`config.mk`:
```
export PLATFORM = sky130hd
export DESIGN_NAME = commit_tracer
export DESIGN_NICKNAME = d
export VERILOG_FILES = /design/src/common/trace_pkg.sv /design/src/hw/commit_tracer.sv /design/src/hw/trace_emitter.sv /design/src/hw/retire_collector.sv /design/src/hw/trace_fifo/trace_fifo.sv
export VERILOG_INCLUDE_DIRS = /design/src /design/src/common
export SDC_FILE = /design/constraint.sdc
export NUM_CORES = 2
export LEC_CHECK = 0
export BUFFER_PORTS_ARGS = -buffer_cell sky130_fd_sc_hd__buf_2
export CAP_MARGIN = 20
export CORE_AREA = 4 4 542 544
export CTS_CLUSTER_SIZE = 25
export DETAILED_ROUTE_END_ITERATION = 10
export DIE_AREA = 0 0 546 548
export RECOVER_POWER = 25
export SLEW_MARGIN = 10
export SYNTH_ARGS = -nofsm -noshare
export SYNTH_HDL_FRONTEND = slang
export SYNTH_SLANG_ARGS = --single-unit
```
`constraint.sdc`:
```
create_clock -name clk_i -period 50.4 [get_ports clk_i]
set_input_delay 5.04 -clock clk_i [delete_from_list [all_inputs] [get_ports clk_i]]
set_output_delay 5.04 -clock clk_i [all_outputs]
set_load 0.01 [all_outputs]
```
`src/common/trace_macros.svh`:
```
// trace path sizing and cause codes, included by the package and by every module that sizes ports
`ifndef TRACE_MACROS_SVH
`define TRACE_MACROS_SVH

// commit ports sampled per cycle
`define TRACE_NR_COMMIT_PORTS 2

// record field widths
`define TRACE_XLEN    64
`define TRACE_TVAL_W  32
`define TRACE_CAUSE_W 6
`define TRACE_STAMP_W 32
`define TRACE_CNT_W   32

// buffer capacity in records, power of two
`define TRACE_FIFO_DEPTH 8

`define TRACE_CAUSE_ILLEGAL 2

`endif
```
`src/common/trace_pkg.sv`:
```
// shared commit-entry, trace-record and mode types; referenced by scoped name from RTL and testbench
`include "trace_macros.svh"

package trace_pkg;

  // --------------------------------------------------
  // mode tags
  // --------------------------------------------------
  // mode letter attached to every trace record
  typedef enum logic [1:0] {
    MODE_U,
    MODE_S,
    MODE_M,
    MODE_D
  } trace_mode_e;

  // privilege level as driven by the CSR file
  typedef enum logic [1:0] {
    PRIV_U = 2'd0,
    PRIV_S = 2'd1,
    PRIV_M = 2'd3
  } priv_lvl_e;

  // --------------------------------------------------
  // payloads
  // --------------------------------------------------
  // one commit port entry, 103 bits
  typedef struct packed {
    logic [`TRACE_XLEN-1:0]    pc;
    logic [`TRACE_TVAL_W-1:0]  tval;
    logic                      ex_valid;
    logic [`TRACE_CAUSE_W-1:0] cause;
  } commit_entry_t;

  // one stamped trace record, 137 bits
  typedef struct packed {
    logic [`TRACE_STAMP_W-1:0] stamp;
    logic [`TRACE_XLEN-1:0]    pc;
    logic [`TRACE_TVAL_W-1:0]  tval;
    trace_mode_e               mode;
    logic                      is_exc;
    logic [`TRACE_CAUSE_W-1:0] cause;
  } trace_rec_t;

endpackage

```
`src/hw/commit_tracer.sv`:
```
// retired-instruction trace path top level; connect to the commit ports and read trace_rec_o
`timescale 1ns/1ps
`include "trace_macros.svh"

module commit_tracer (
  input  logic                                                 clk_i,
  input  logic                                                 rst_ni,
  // commit side
  input  logic               [`TRACE_NR_COMMIT_PORTS-1:0]      commit_ack_i,
  input  trace_pkg::commit_entry_t [`TRACE_NR_COMMIT_PORTS-1:0] commit_entry_i,
  input  trace_pkg::priv_lvl_e                                 priv_lvl_i,
  input  logic                                                 debug_mode_i,
  // trace side
  output logic                                                 trace_valid_o,
  output trace_pkg::trace_rec_t                                trace_rec_o,
  output logic               [`TRACE_CNT_W-1:0]                retired_cnt_o,
  output logic               [`TRACE_CNT_W-1:0]                exc_cnt_o,
  output logic                                                 overflow_o
);

  // collector -> fifo
  logic                  [`TRACE_NR_COMMIT_PORTS-1:0] wr_valid;
  trace_pkg::trace_rec_t [`TRACE_NR_COMMIT_PORTS-1:0] wr_rec;

  // fifo <-> emitter
  logic                  rd_valid;
  trace_pkg::trace_rec_t rd_rec;
  logic                  rd_pop;

  retire_collector u_retire_collector (
    .clk_i          ( clk_i          ),
    .rst_ni         ( rst_ni         ),
    .commit_ack_i   ( commit_ack_i   ),
    .commit_entry_i ( commit_entry_i ),
    .priv_lvl_i     ( priv_lvl_i     ),
    .debug_mode_i   ( debug_mode_i   ),
    .wr_valid_o     ( wr_valid       ),
    .wr_rec_o       ( wr_rec         )
  );

  trace_fifo #(
    .payload_t  ( trace_pkg::trace_rec_t )
  ) u_trace_fifo (
    .clk_i      ( clk_i      ),
    .rst_ni     ( rst_ni     ),
    .wr_valid_i ( wr_valid   ),
    .wr_data_i  ( wr_rec     ),
    .rd_pop_i   ( rd_pop     ),
    .rd_valid_o ( rd_valid   ),
    .rd_data_o  ( rd_rec     ),
    .overflow_o ( overflow_o )
  );

  trace_emitter u_trace_emitter (
    .clk_i         ( clk_i         ),
    .rst_ni        ( rst_ni        ),
    .rd_valid_i    ( rd_valid      ),
    .rd_rec_i      ( rd_rec        ),
    .rd_pop_o      ( rd_pop        ),
    .trace_valid_o ( trace_valid_o ),
    .trace_rec_o   ( trace_rec_o   ),
    .retired_cnt_o ( retired_cnt_o ),
    .exc_cnt_o     ( exc_cnt_o     )
  );

endmodule

```
`src/hw/trace_emitter.sv`:
```
// drains one record per cycle onto the registered trace output and keeps the event counters
`timescale 1ns/1ps
`include "trace_macros.svh"

module trace_emitter (
  input  logic                          clk_i,
  input  logic                          rst_ni,
  input  logic                          rd_valid_i,
  input  trace_pkg::trace_rec_t         rd_rec_i,
  output logic                          rd_pop_o,
  output logic                          trace_valid_o,
  output trace_pkg::trace_rec_t         trace_rec_o,
  output logic [`TRACE_CNT_W-1:0]       retired_cnt_o,
  output logic [`TRACE_CNT_W-1:0]       exc_cnt_o
);

  // no back-pressure on this path, take the head as soon as it shows up
  assign rd_pop_o = rd_valid_i;

  // --------------------------------------------------
  // output stage and counters
  // --------------------------------------------------
  always_ff @(posedge clk_i or negedge rst_ni) begin
    if (!rst_ni) begin
      trace_valid_o <= 1'b0;
      retired_cnt_o <= '0;
      exc_cnt_o     <= '0;
    end else begin
      trace_valid_o <= rd_pop_o;
      if (rd_pop_o) begin
        if (rd_rec_i.is_exc) begin
          exc_cnt_o <= exc_cnt_o + 1'b1;
        end else begin
          retired_cnt_o <= retired_cnt_o + 1'b1;
        end
      end
    end
  end

  // payload only moves with a pop
  always_ff @(posedge clk_i) begin
    if (rd_pop_o) begin
      trace_rec_o <= rd_rec_i;
    end
  end

  // every emitted record was written by the collector in full
  a_rec_known : assert property (
    @(posedge clk_i) disable iff (!rst_ni) trace_valid_o |-> !$isunknown(trace_rec_o)
  ) else $error("trace record has unknown bits while valid");

endmodule

```
`src/hw/retire_collector.sv`:
```
// turns commit acknowledgements into cycle-stamped, mode-tagged trace records, one per port
`timescale 1ns/1ps
`include "trace_macros.svh"

module retire_collector (
  input  logic                                                 clk_i,
  input  logic                                                 rst_ni,
  input  logic               [`TRACE_NR_COMMIT_PORTS-1:0]      commit_ack_i,
  input  trace_pkg::commit_entry_t [`TRACE_NR_COMMIT_PORTS-1:0] commit_entry_i,
  input  trace_pkg::priv_lvl_e                                 priv_lvl_i,
  input  logic                                                 debug_mode_i,
  output logic               [`TRACE_NR_COMMIT_PORTS-1:0]      wr_valid_o,
  output trace_pkg::trace_rec_t [`TRACE_NR_COMMIT_PORTS-1:0]   wr_rec_o
);

  logic [`TRACE_STAMP_W-1:0]  stamp_q;
  trace_pkg::trace_mode_e     mode;

  // --------------------------------------------------
  // cycle stamp
  // --------------------------------------------------
  // edges seen since reset release, sampled before the increment
  always_ff @(posedge clk_i or negedge rst_ni) begin
    if (!rst_ni) begin
      stamp_q <= '0;
    end else begin
      stamp_q <= stamp_q + 1'b1;
    end
  end

  // debug wins over the privilege level
  always_comb begin
    if (debug_mode_i) begin
      mode = trace_pkg::MODE_D;
    end else begin
      case (priv_lvl_i)
        trace_pkg::PRIV_M: mode = trace_pkg::MODE_M;
        trace_pkg::PRIV_S: mode = trace_pkg::MODE_S;
        default:           mode = trace_pkg::MODE_U;
      endcase
    end
  end

  // --------------------------------------------------
  // record registers
  // --------------------------------------------------
  always_ff @(posedge clk_i or negedge rst_ni) begin
    if (!rst_ni) begin
      wr_valid_o <= '0;
    end else begin
      wr_valid_o <= commit_ack_i;
    end
  end

  always_ff @(posedge clk_i) begin
    for (int p = 0; p < `TRACE_NR_COMMIT_PORTS; p++) begin
      if (commit_ack_i[p]) begin
        wr_rec_o[p].stamp  <= stamp_q;
        wr_rec_o[p].pc     <= commit_entry_i[p].pc;
        wr_rec_o[p].tval   <= commit_entry_i[p].tval;
        wr_rec_o[p].mode   <= mode;
        wr_rec_o[p].is_exc <= commit_entry_i[p].ex_valid;
        wr_rec_o[p].cause  <= commit_entry_i[p].cause;
      end
    end
  end

  // commit stage only reports a cause together with an exception
  for (genvar p = 0; p < `TRACE_NR_COMMIT_PORTS; p++) begin : g_cause_chk
    a_cause_needs_exc : assert property (
      @(posedge clk_i) disable iff (!rst_ni)
      (commit_ack_i[p] && (commit_entry_i[p].cause != '0)) |-> commit_entry_i[p].ex_valid
    ) else $error("port %0d acknowledged with a cause but no exception", p);
  end

endmodule

```
`src/hw/trace_fifo/trace_fifo.sv`:
```
// circular record buffer with two in-order write ports and one read port; overflow drops and sticks
`timescale 1ns/1ps
`include "trace_macros.svh"

module trace_fifo #(
  parameter type payload_t = logic [7:0]
) (
  input  logic                                     clk_i,
  input  logic                                     rst_ni,
  // write side, port 0 ordered first
  input  logic     [`TRACE_NR_COMMIT_PORTS-1:0]    wr_valid_i,
  input  payload_t [`TRACE_NR_COMMIT_PORTS-1:0]    wr_data_i,
  // read side, level-valid head
  input  logic                                     rd_pop_i,
  output logic                                     rd_valid_o,
  output payload_t                                 rd_data_o,
  output logic                                     overflow_o
);

  localparam int unsigned Depth = `TRACE_FIFO_DEPTH;
  localparam int unsigned NrWr  = `TRACE_NR_COMMIT_PORTS;
  localparam int unsigned PtrW  = $clog2(Depth);
  localparam int unsigned CntW  = $clog2(Depth + 1);

  payload_t            mem_q [Depth];
  logic     [PtrW-1:0] rd_ptr_q, rd_ptr_d;
  logic     [PtrW-1:0] wr_ptr_q, wr_ptr_d;
  logic     [CntW-1:0] cnt_q, cnt_d;
  logic                pop;
  logic                drop;
  logic     [NrWr-1:0] wr_en;
  logic     [PtrW-1:0] wr_addr [NrWr];
  logic                ovf_q;

  assign rd_valid_o = (cnt_q != '0);
  assign rd_data_o  = mem_q[rd_ptr_q];
  assign overflow_o = ovf_q;

  // head leaves before new records are placed
  assign pop = rd_pop_i & rd_valid_o;

  // --------------------------------------------------
  // slot allocation
  // --------------------------------------------------
  always_comb begin
    rd_ptr_d = rd_ptr_q;
    wr_ptr_d = wr_ptr_q;
    cnt_d    = cnt_q;
    drop     = 1'b0;
    wr_en    = '0;
    if (pop) begin
      rd_ptr_d = rd_ptr_q + 1'b1;
      cnt_d    = cnt_q - 1'b1;
    end
    // later ports only see what earlier ports left
    for (int p = 0; p < NrWr; p++) begin
      wr_addr[p] = wr_ptr_d;
      if (wr_valid_i[p]) begin
        if (cnt_d < CntW'(Depth)) begin
          wr_en[p] = 1'b1;
          wr_ptr_d = wr_ptr_d + 1'b1;
          cnt_d    = cnt_d + 1'b1;
        end else begin
          drop = 1'b1;
        end
      end
    end
  end

  always_ff @(posedge clk_i or negedge rst_ni) begin
    if (!rst_ni) begin
      rd_ptr_q <= '0;
      wr_ptr_q <= '0;
      cnt_q    <= '0;
      ovf_q    <= 1'b0;
    end else begin
      rd_ptr_q <= rd_ptr_d;
      wr_ptr_q <= wr_ptr_d;
      cnt_q    <= cnt_d;
      ovf_q    <= ovf_q | drop;
    end
  end

  // storage
  always_ff @(posedge clk_i) begin
    for (int p = 0; p < NrWr; p++) begin
      if (wr_en[p]) begin
        mem_q[wr_addr[p]] <= wr_data_i[p];
      end
    end
  end

  // --------------------------------------------------
  // checks
  // --------------------------------------------------
  // consumer must only pop a valid head
  a_no_pop_empty : assert property (
    @(posedge clk_i) disable iff (!rst_ni) rd_pop_i |-> rd_valid_o
  ) else $error("pop while the trace fifo is empty");

  a_cnt_bound : assert property (
    @(posedge clk_i) disable iff (!rst_ni) cnt_q <= CntW'(Depth)
  ) else $error("trace fifo fill count above capacity");

endmodule

```
Word level (Yosys, flattened, before mapping)
Memories as Yosys holds them, arrays and structs flattened.
Cells that the tools add are included.
{"block": "word_totals", "register_bits": 521, "ramBits": 1096, "in_bits": 213, "out_inout_bits": 203, "mem_count": 1}
{"name": "u_trace_fifo.mem_q", "words": 8, "width": 137, "rd": 1, "rd_ports_with_merged_regs": 0, "wr": 2, "line": "trace_fifo.sv:25", "rtl": "payload_t mem_q [Depth];"}
{"block": "classes", "addsub": 9, "magnitude_cmp": 2, "eq_ne": 2, "n_mux": 23, "bitwise_logic": 2, "n_reduce_logical": 3}
{"operator": "$add A32 B1 Y32 const B", "n": 3}
{"operator": "$mux W4", "n": 5}
{"operator": "$mux W1", "n": 12}
{"operator": "$mux W3", "n": 4}
{"operator": "$add A3 B1 Y3 const B", "n": 3}
{"operator": "$add A4 B1 Y4 const B", "n": 2}
{"operator": "$lt A4 B4 Y1 const B", "n": 2}
{"operator": "$pmux W2 S2", "n": 1}
{"operator": "$reduce_and A2 Y1", "n": 2}
{"operator": "$reduce_bool A4 Y1", "n": 1}
{"operator": "$sub A4 B1 Y4 const B", "n": 1}
{"operator": "$eq A2 B1 Y1 const B", "n": 1}
{"operator": "$eq A2 B2 Y1 const B", "n": 1}
{"operator": "$mux W2", "n": 1}
{"operator": "$not A1 Y1", "n": 1}
{"operator": "$or A1 B1 Y1", "n": 1}

Longest topological paths before layout
{"block": "depth", "depth_word": 10, "depth_mapped": 10, "ltp_nobuf": 9}

Cells and area by module
A second synthesis with hierarchy kept.
{"block": "unflattened", "cells_unflattened": 3704, "area_unflattened_um2": 71927.7}
{"mod": "trace_fifo", "instances": 1, "cells_each": 2908, "area_per_inst_um2": 55065.3, "seq_area_each_um2": 33186.8}
{"mod": "retire_collector", "instances": 1, "cells_each": 408, "area_per_inst_um2": 9764.4, "seq_area_each_um2": 9078.7}
{"mod": "trace_emitter", "instances": 1, "cells_each": 388, "area_per_inst_um2": 7098.1, "seq_area_each_um2": 5740.5}

Least setup slack after synthesis
Ideal clock, no wire load.
{"block": "synth_timing", "path_type": "register -> register", "start": "register u_trace_fifo.cnt_q[0]", "end": "memory u_trace_fifo.mem_q[0][0] in the netlist's numbering, enable pin", "setup_ns": 1.003, "t_arrival_ns": 15.002, "required_time_ns": 49.397, "setup_slack_ns": 34.395, "path_stages_with_launch": 8, "path_buffers": 1, "synth_period_minus_slack_ns": 16.005, "path_cell_list": "dfrtp_1 > buf_2 > inv_1 > ha_1 > nor2_1 > mux2i_4 > nand2_1 > o41ai_1"}
{"element": "start, declared", "line": "trace_fifo.sv:28", "rtl": "logic [CntW-1:0] cnt_q, cnt_d;"}
{"element": "start signal, assigned", "line": "trace_fifo.sv:79", "rtl": "cnt_q <= cnt_d;"}
{"element": "end, declared", "line": "trace_fifo.sv:25"}

==> results.md <==
- RSZ-0062 raised after global routing: false
- CTS tree: built
- YS warnings: 0
- PortBufs: a little over 400
- Starting Density: 0.2483
- Core Area: 289,600 µm²
- Num CTS Buffers: 187
- Antenna violations before repair: 37
- Slew Limit Fails: roughly 1,000
- Most frequent cells in the layout: 1,507 x edfxtp_1, 1,187 x mux2_2, 412 x buf_2
- Post-layout utilization of the core: 0.2909
- Share of the synthesized area in the top cell type: 0.6294
- Critical path type: reg -> reg
- Clock Skew: ~0.070 ns
- Least-Margin Pin Slew: 8.182 ns
- Vias in the first global route: around 40,000
- Post-route ant nets: 0
- Final period utilization: 0.2018
- Sequential fraction of the synthesis area: 0.6677
- Most common flop cell mapped by yosys: edfxtp_1
- HPWL after DPL: ~110,000 µm
- EDFF count, synth: between 1,500 and 2,000
- Run status: finished, violations left
- Max_slew headroom: -4.455
- Critical-path maximum fanout: 90
- Vias: 37,680
- Max IR drop VDD: 32.12 µV
- Layout cells sized above 1: 0.5125
- Worst path required time: around 51 ns
- Yosys cell types: between 50 and 60
- Synthesized cell area: roughly 72,000 µm²
- Max cap viols: 26
- Final setup viols: 0
- Per-cell routed wire length: about 25 µm
- Clk root buf: clkbuf_16
- Post-CTS Setup Bufs: 0
- Power Density: approximately 54 nW/µm²
- Htree depth: 4
- Commonest non-fill, non-tap cell in the layout: edfxtp_1
- Leading area contributor after synthesis: edfxtp_1
- Placed Cells: slightly below 8,000
- Clock buffer depth: 4
- WL final: a little over 200,000 µm
- GRT Util Overall: 0.1316
- Top post-synthesis cells by area: edfxtp_1 63%, mux2_2 19%, mux4_2 8.6%
- Hold_buf cts: 0
- DR iter-0 viols: just under 3,000
- Largest net degree at the start of global routing: 91
- Highest clock rate: between 90 and 100 MHz
- Register area: between 40,000 and 50,000 µm²
- Area grow syn2layout: 17.18%
- Failing checks: max-capacitance violations, max-slew violations
- Total leakage power: 28.80 nW
- FP Rows: slightly below 200
- First-pass DRT Iterations: 7
- Worst setup SP type: flip-flop
- First-pass GRT wire length: between 200,000 and 300,000 µm
- Crit path capture type: flip-flop
- Post-Syn Nets: 3,946
- # clock sinks: roughly 1,600
- Post-Layout Cell Count: approximately 8,000
- Final Hold Fails: 0
- Async SR Flop Fraction: 0.06803
- Die X: 546 µm
- Clk slew on worst S/H paths: approximately 0.06 ns
- Io pins: about 420
- Worst Path Arrival: 10.34 ns
- DR DRC count: 0
- Gr ovfl total: 0
- Mapped Avg Cell Area: around 19 µm²
- Routability congestion estimate: roughly 0.74
- Setup TNS: 0 ns
- Min Tclk post-route: a little over 10 ns
- Worst skew pair latency: 0.87 ns
- CTS resizes: 0
- Multi-input combinational cell area: about 23,000 µm²
- Min-delay worst type: reg -> reg
- FILL cells: between 20,000 and 30,000
- Syn Inst Count: around 3,700
- Yosys reg bits: around 1,600
- DIE HEIGHT: 548 µm
- Die Footprint: between 200,000 and 300,000 µm²
- Via/cell ratio: around 4.6
- Final nets: ~4,400
-- cell usage after synthesis (2+ instances only) --
| cell type | instances |
|---|---|
| a211oi_1 | 4 |
| a21o_1 | 2 |
| a21oi_1 | 5 |
| and2_1 | 5 |
| and3_1 | 12 |
| and4_1 | 11 |
| buf_1 | 13 |
| buf_2 | 51 |
| buf_4 | 90 |
| buf_6 | 10 |
| clkbuf_1 | 43 |
| dfrtp_1 | 110 |
| edfxtp_1 | 1507 |
| ha_1 | 8 |
| inv_1 | 19 |
| mux2_2 | 1233 |
| mux2i_4 | 2 |
| mux4_2 | 274 |
| nand2_1 | 53 |
| nand2b_1 | 6 |
| nand3_1 | 41 |
| nand4_1 | 24 |
| nor2_1 | 32 |
| nor2b_1 | 2 |
| nor3_1 | 21 |
| nor4_1 | 2 |
| o21ai_0 | 10 |
| o21ai_1 | 4 |
| o21ai_2 | 5 |
| o31ai_1 | 4 |
| xnor2_1 | 64 |
| xor2_1 | 38 |
-- through the flow --
stage | hold slack, ns | setup WS [ns] | power [mW] | instance area (µm²)
2_1_floorplan | 0.4421 | 34.39 | 2.816 | 71900
3_3_place_gp | 0.4532 | 43.35 | 3.253 | 78360
3_5_place_dp | 0.4637 | 43.32 | 3.266 | 78360
4_1_cts | 0.4775 | 43.73 | 4.636 | 84440
5_1_grt | 0.4895 | 39.57 | 4.772 | 84230
6_report | 0.4782 | 40.23 | 4.564 | 84250
-- layer usage --
metal  wire (µm)  global-route usage
met1       89780              0.1820
met3       12430             0.02125
met5          27                   0
met4        4734             0.03389
met2       96470              0.2152
-- cells by family after synthesis --
logic type | after synthesis | share of synthesized area
DFF | 1617 | 0.6677
muxes | 1510 | 0.2797
buffers and inverters | 227 | 0.01852
and+or+nand+nor | 222 | 0.01648
xor gates and xnor gates | 103 | 0.01274
AOI/OAI and AO/OA | 38 | 0.003428
adders and majority gates | 8 | 0.001392
-- worst max-delay path, cell delays in order, from the launching register on --
cell and delay, ns:
dfrtp_1 0.47, inv_1 0.14, ha_1 0.20, nor2_1 0.05, mux2i_1 0.58, nand3_1 0.36
o21ai_0 1.67, clkbuf_1 5.58
-- state kept, by name, indices dropped and copies added (netlist names) --
signal,count
u_trace_emitter.exc_cnt_o,32
u_retire_collector.wr_rec_o,274
u_trace_emitter.retired_cnt_o,32
u_retire_collector.wr_valid_o,2
u_trace_fifo.cnt_q,4
u_trace_fifo.overflow_o,1
u_trace_fifo.mem_q,1096
u_trace_emitter.trace_valid_o,1
u_trace_emitter.trace_rec_o,137
u_trace_fifo.rd_ptr_q,3
u_retire_collector.stamp_q,32
u_trace_fifo.wr_ptr_q,3
-- layout make-up --
class | instances | share of cell area
multi-input cells | 1881 | 0.2687
diodes | 15 | 0.0004455
well taps | 3800 | 0.05644
clock inverters | 110 | 0.01286
repair buffers | 494 | 0.03148
clock buffers | 229 | 0.05924
inverters | 20 | 0.0009208
flip-flops and latches | 1617 | 0.5699
-- report_power, final --
group / switching, mW / internal [mW] / total, mW
registers: 0.122 / 1.84 / 1.96
logic: 0.716 / 0.543 / 1.26
clock network: 0.567 / 0.781 / 1.35
-- worst paths after layout --
| check | startpoint | cells after the start | slack (ns) | end |
|---|---|---|---|---|
| worst max-delay path | u_trace_fifo.cnt_q[0] | 7 | 40.23 | u_trace_fifo.mem_q[7][57] |
| worst min-delay path | u_retire_collector.stamp_q[30] | 0 | 0.48 | u_retire_collector.wr_rec_o[135] |
| worst max register to register | u_trace_fifo.cnt_q[0] | 7 | 40.23 | u_trace_fifo.mem_q[7][57] |
| worst min register to register | u_retire_collector.stamp_q[30] | 0 | 0.48 | u_retire_collector.wr_rec_o[135] |
| max in group asynchronous | rst_ni | 3 | 45.20 | u_trace_emitter.retired_cnt_o[24] |
| min in group asynchronous | rst_ni | 1 | 4.16 | u_retire_collector.stamp_q[31] |
No activity file was read; power rests on OpenSTA's default activity.
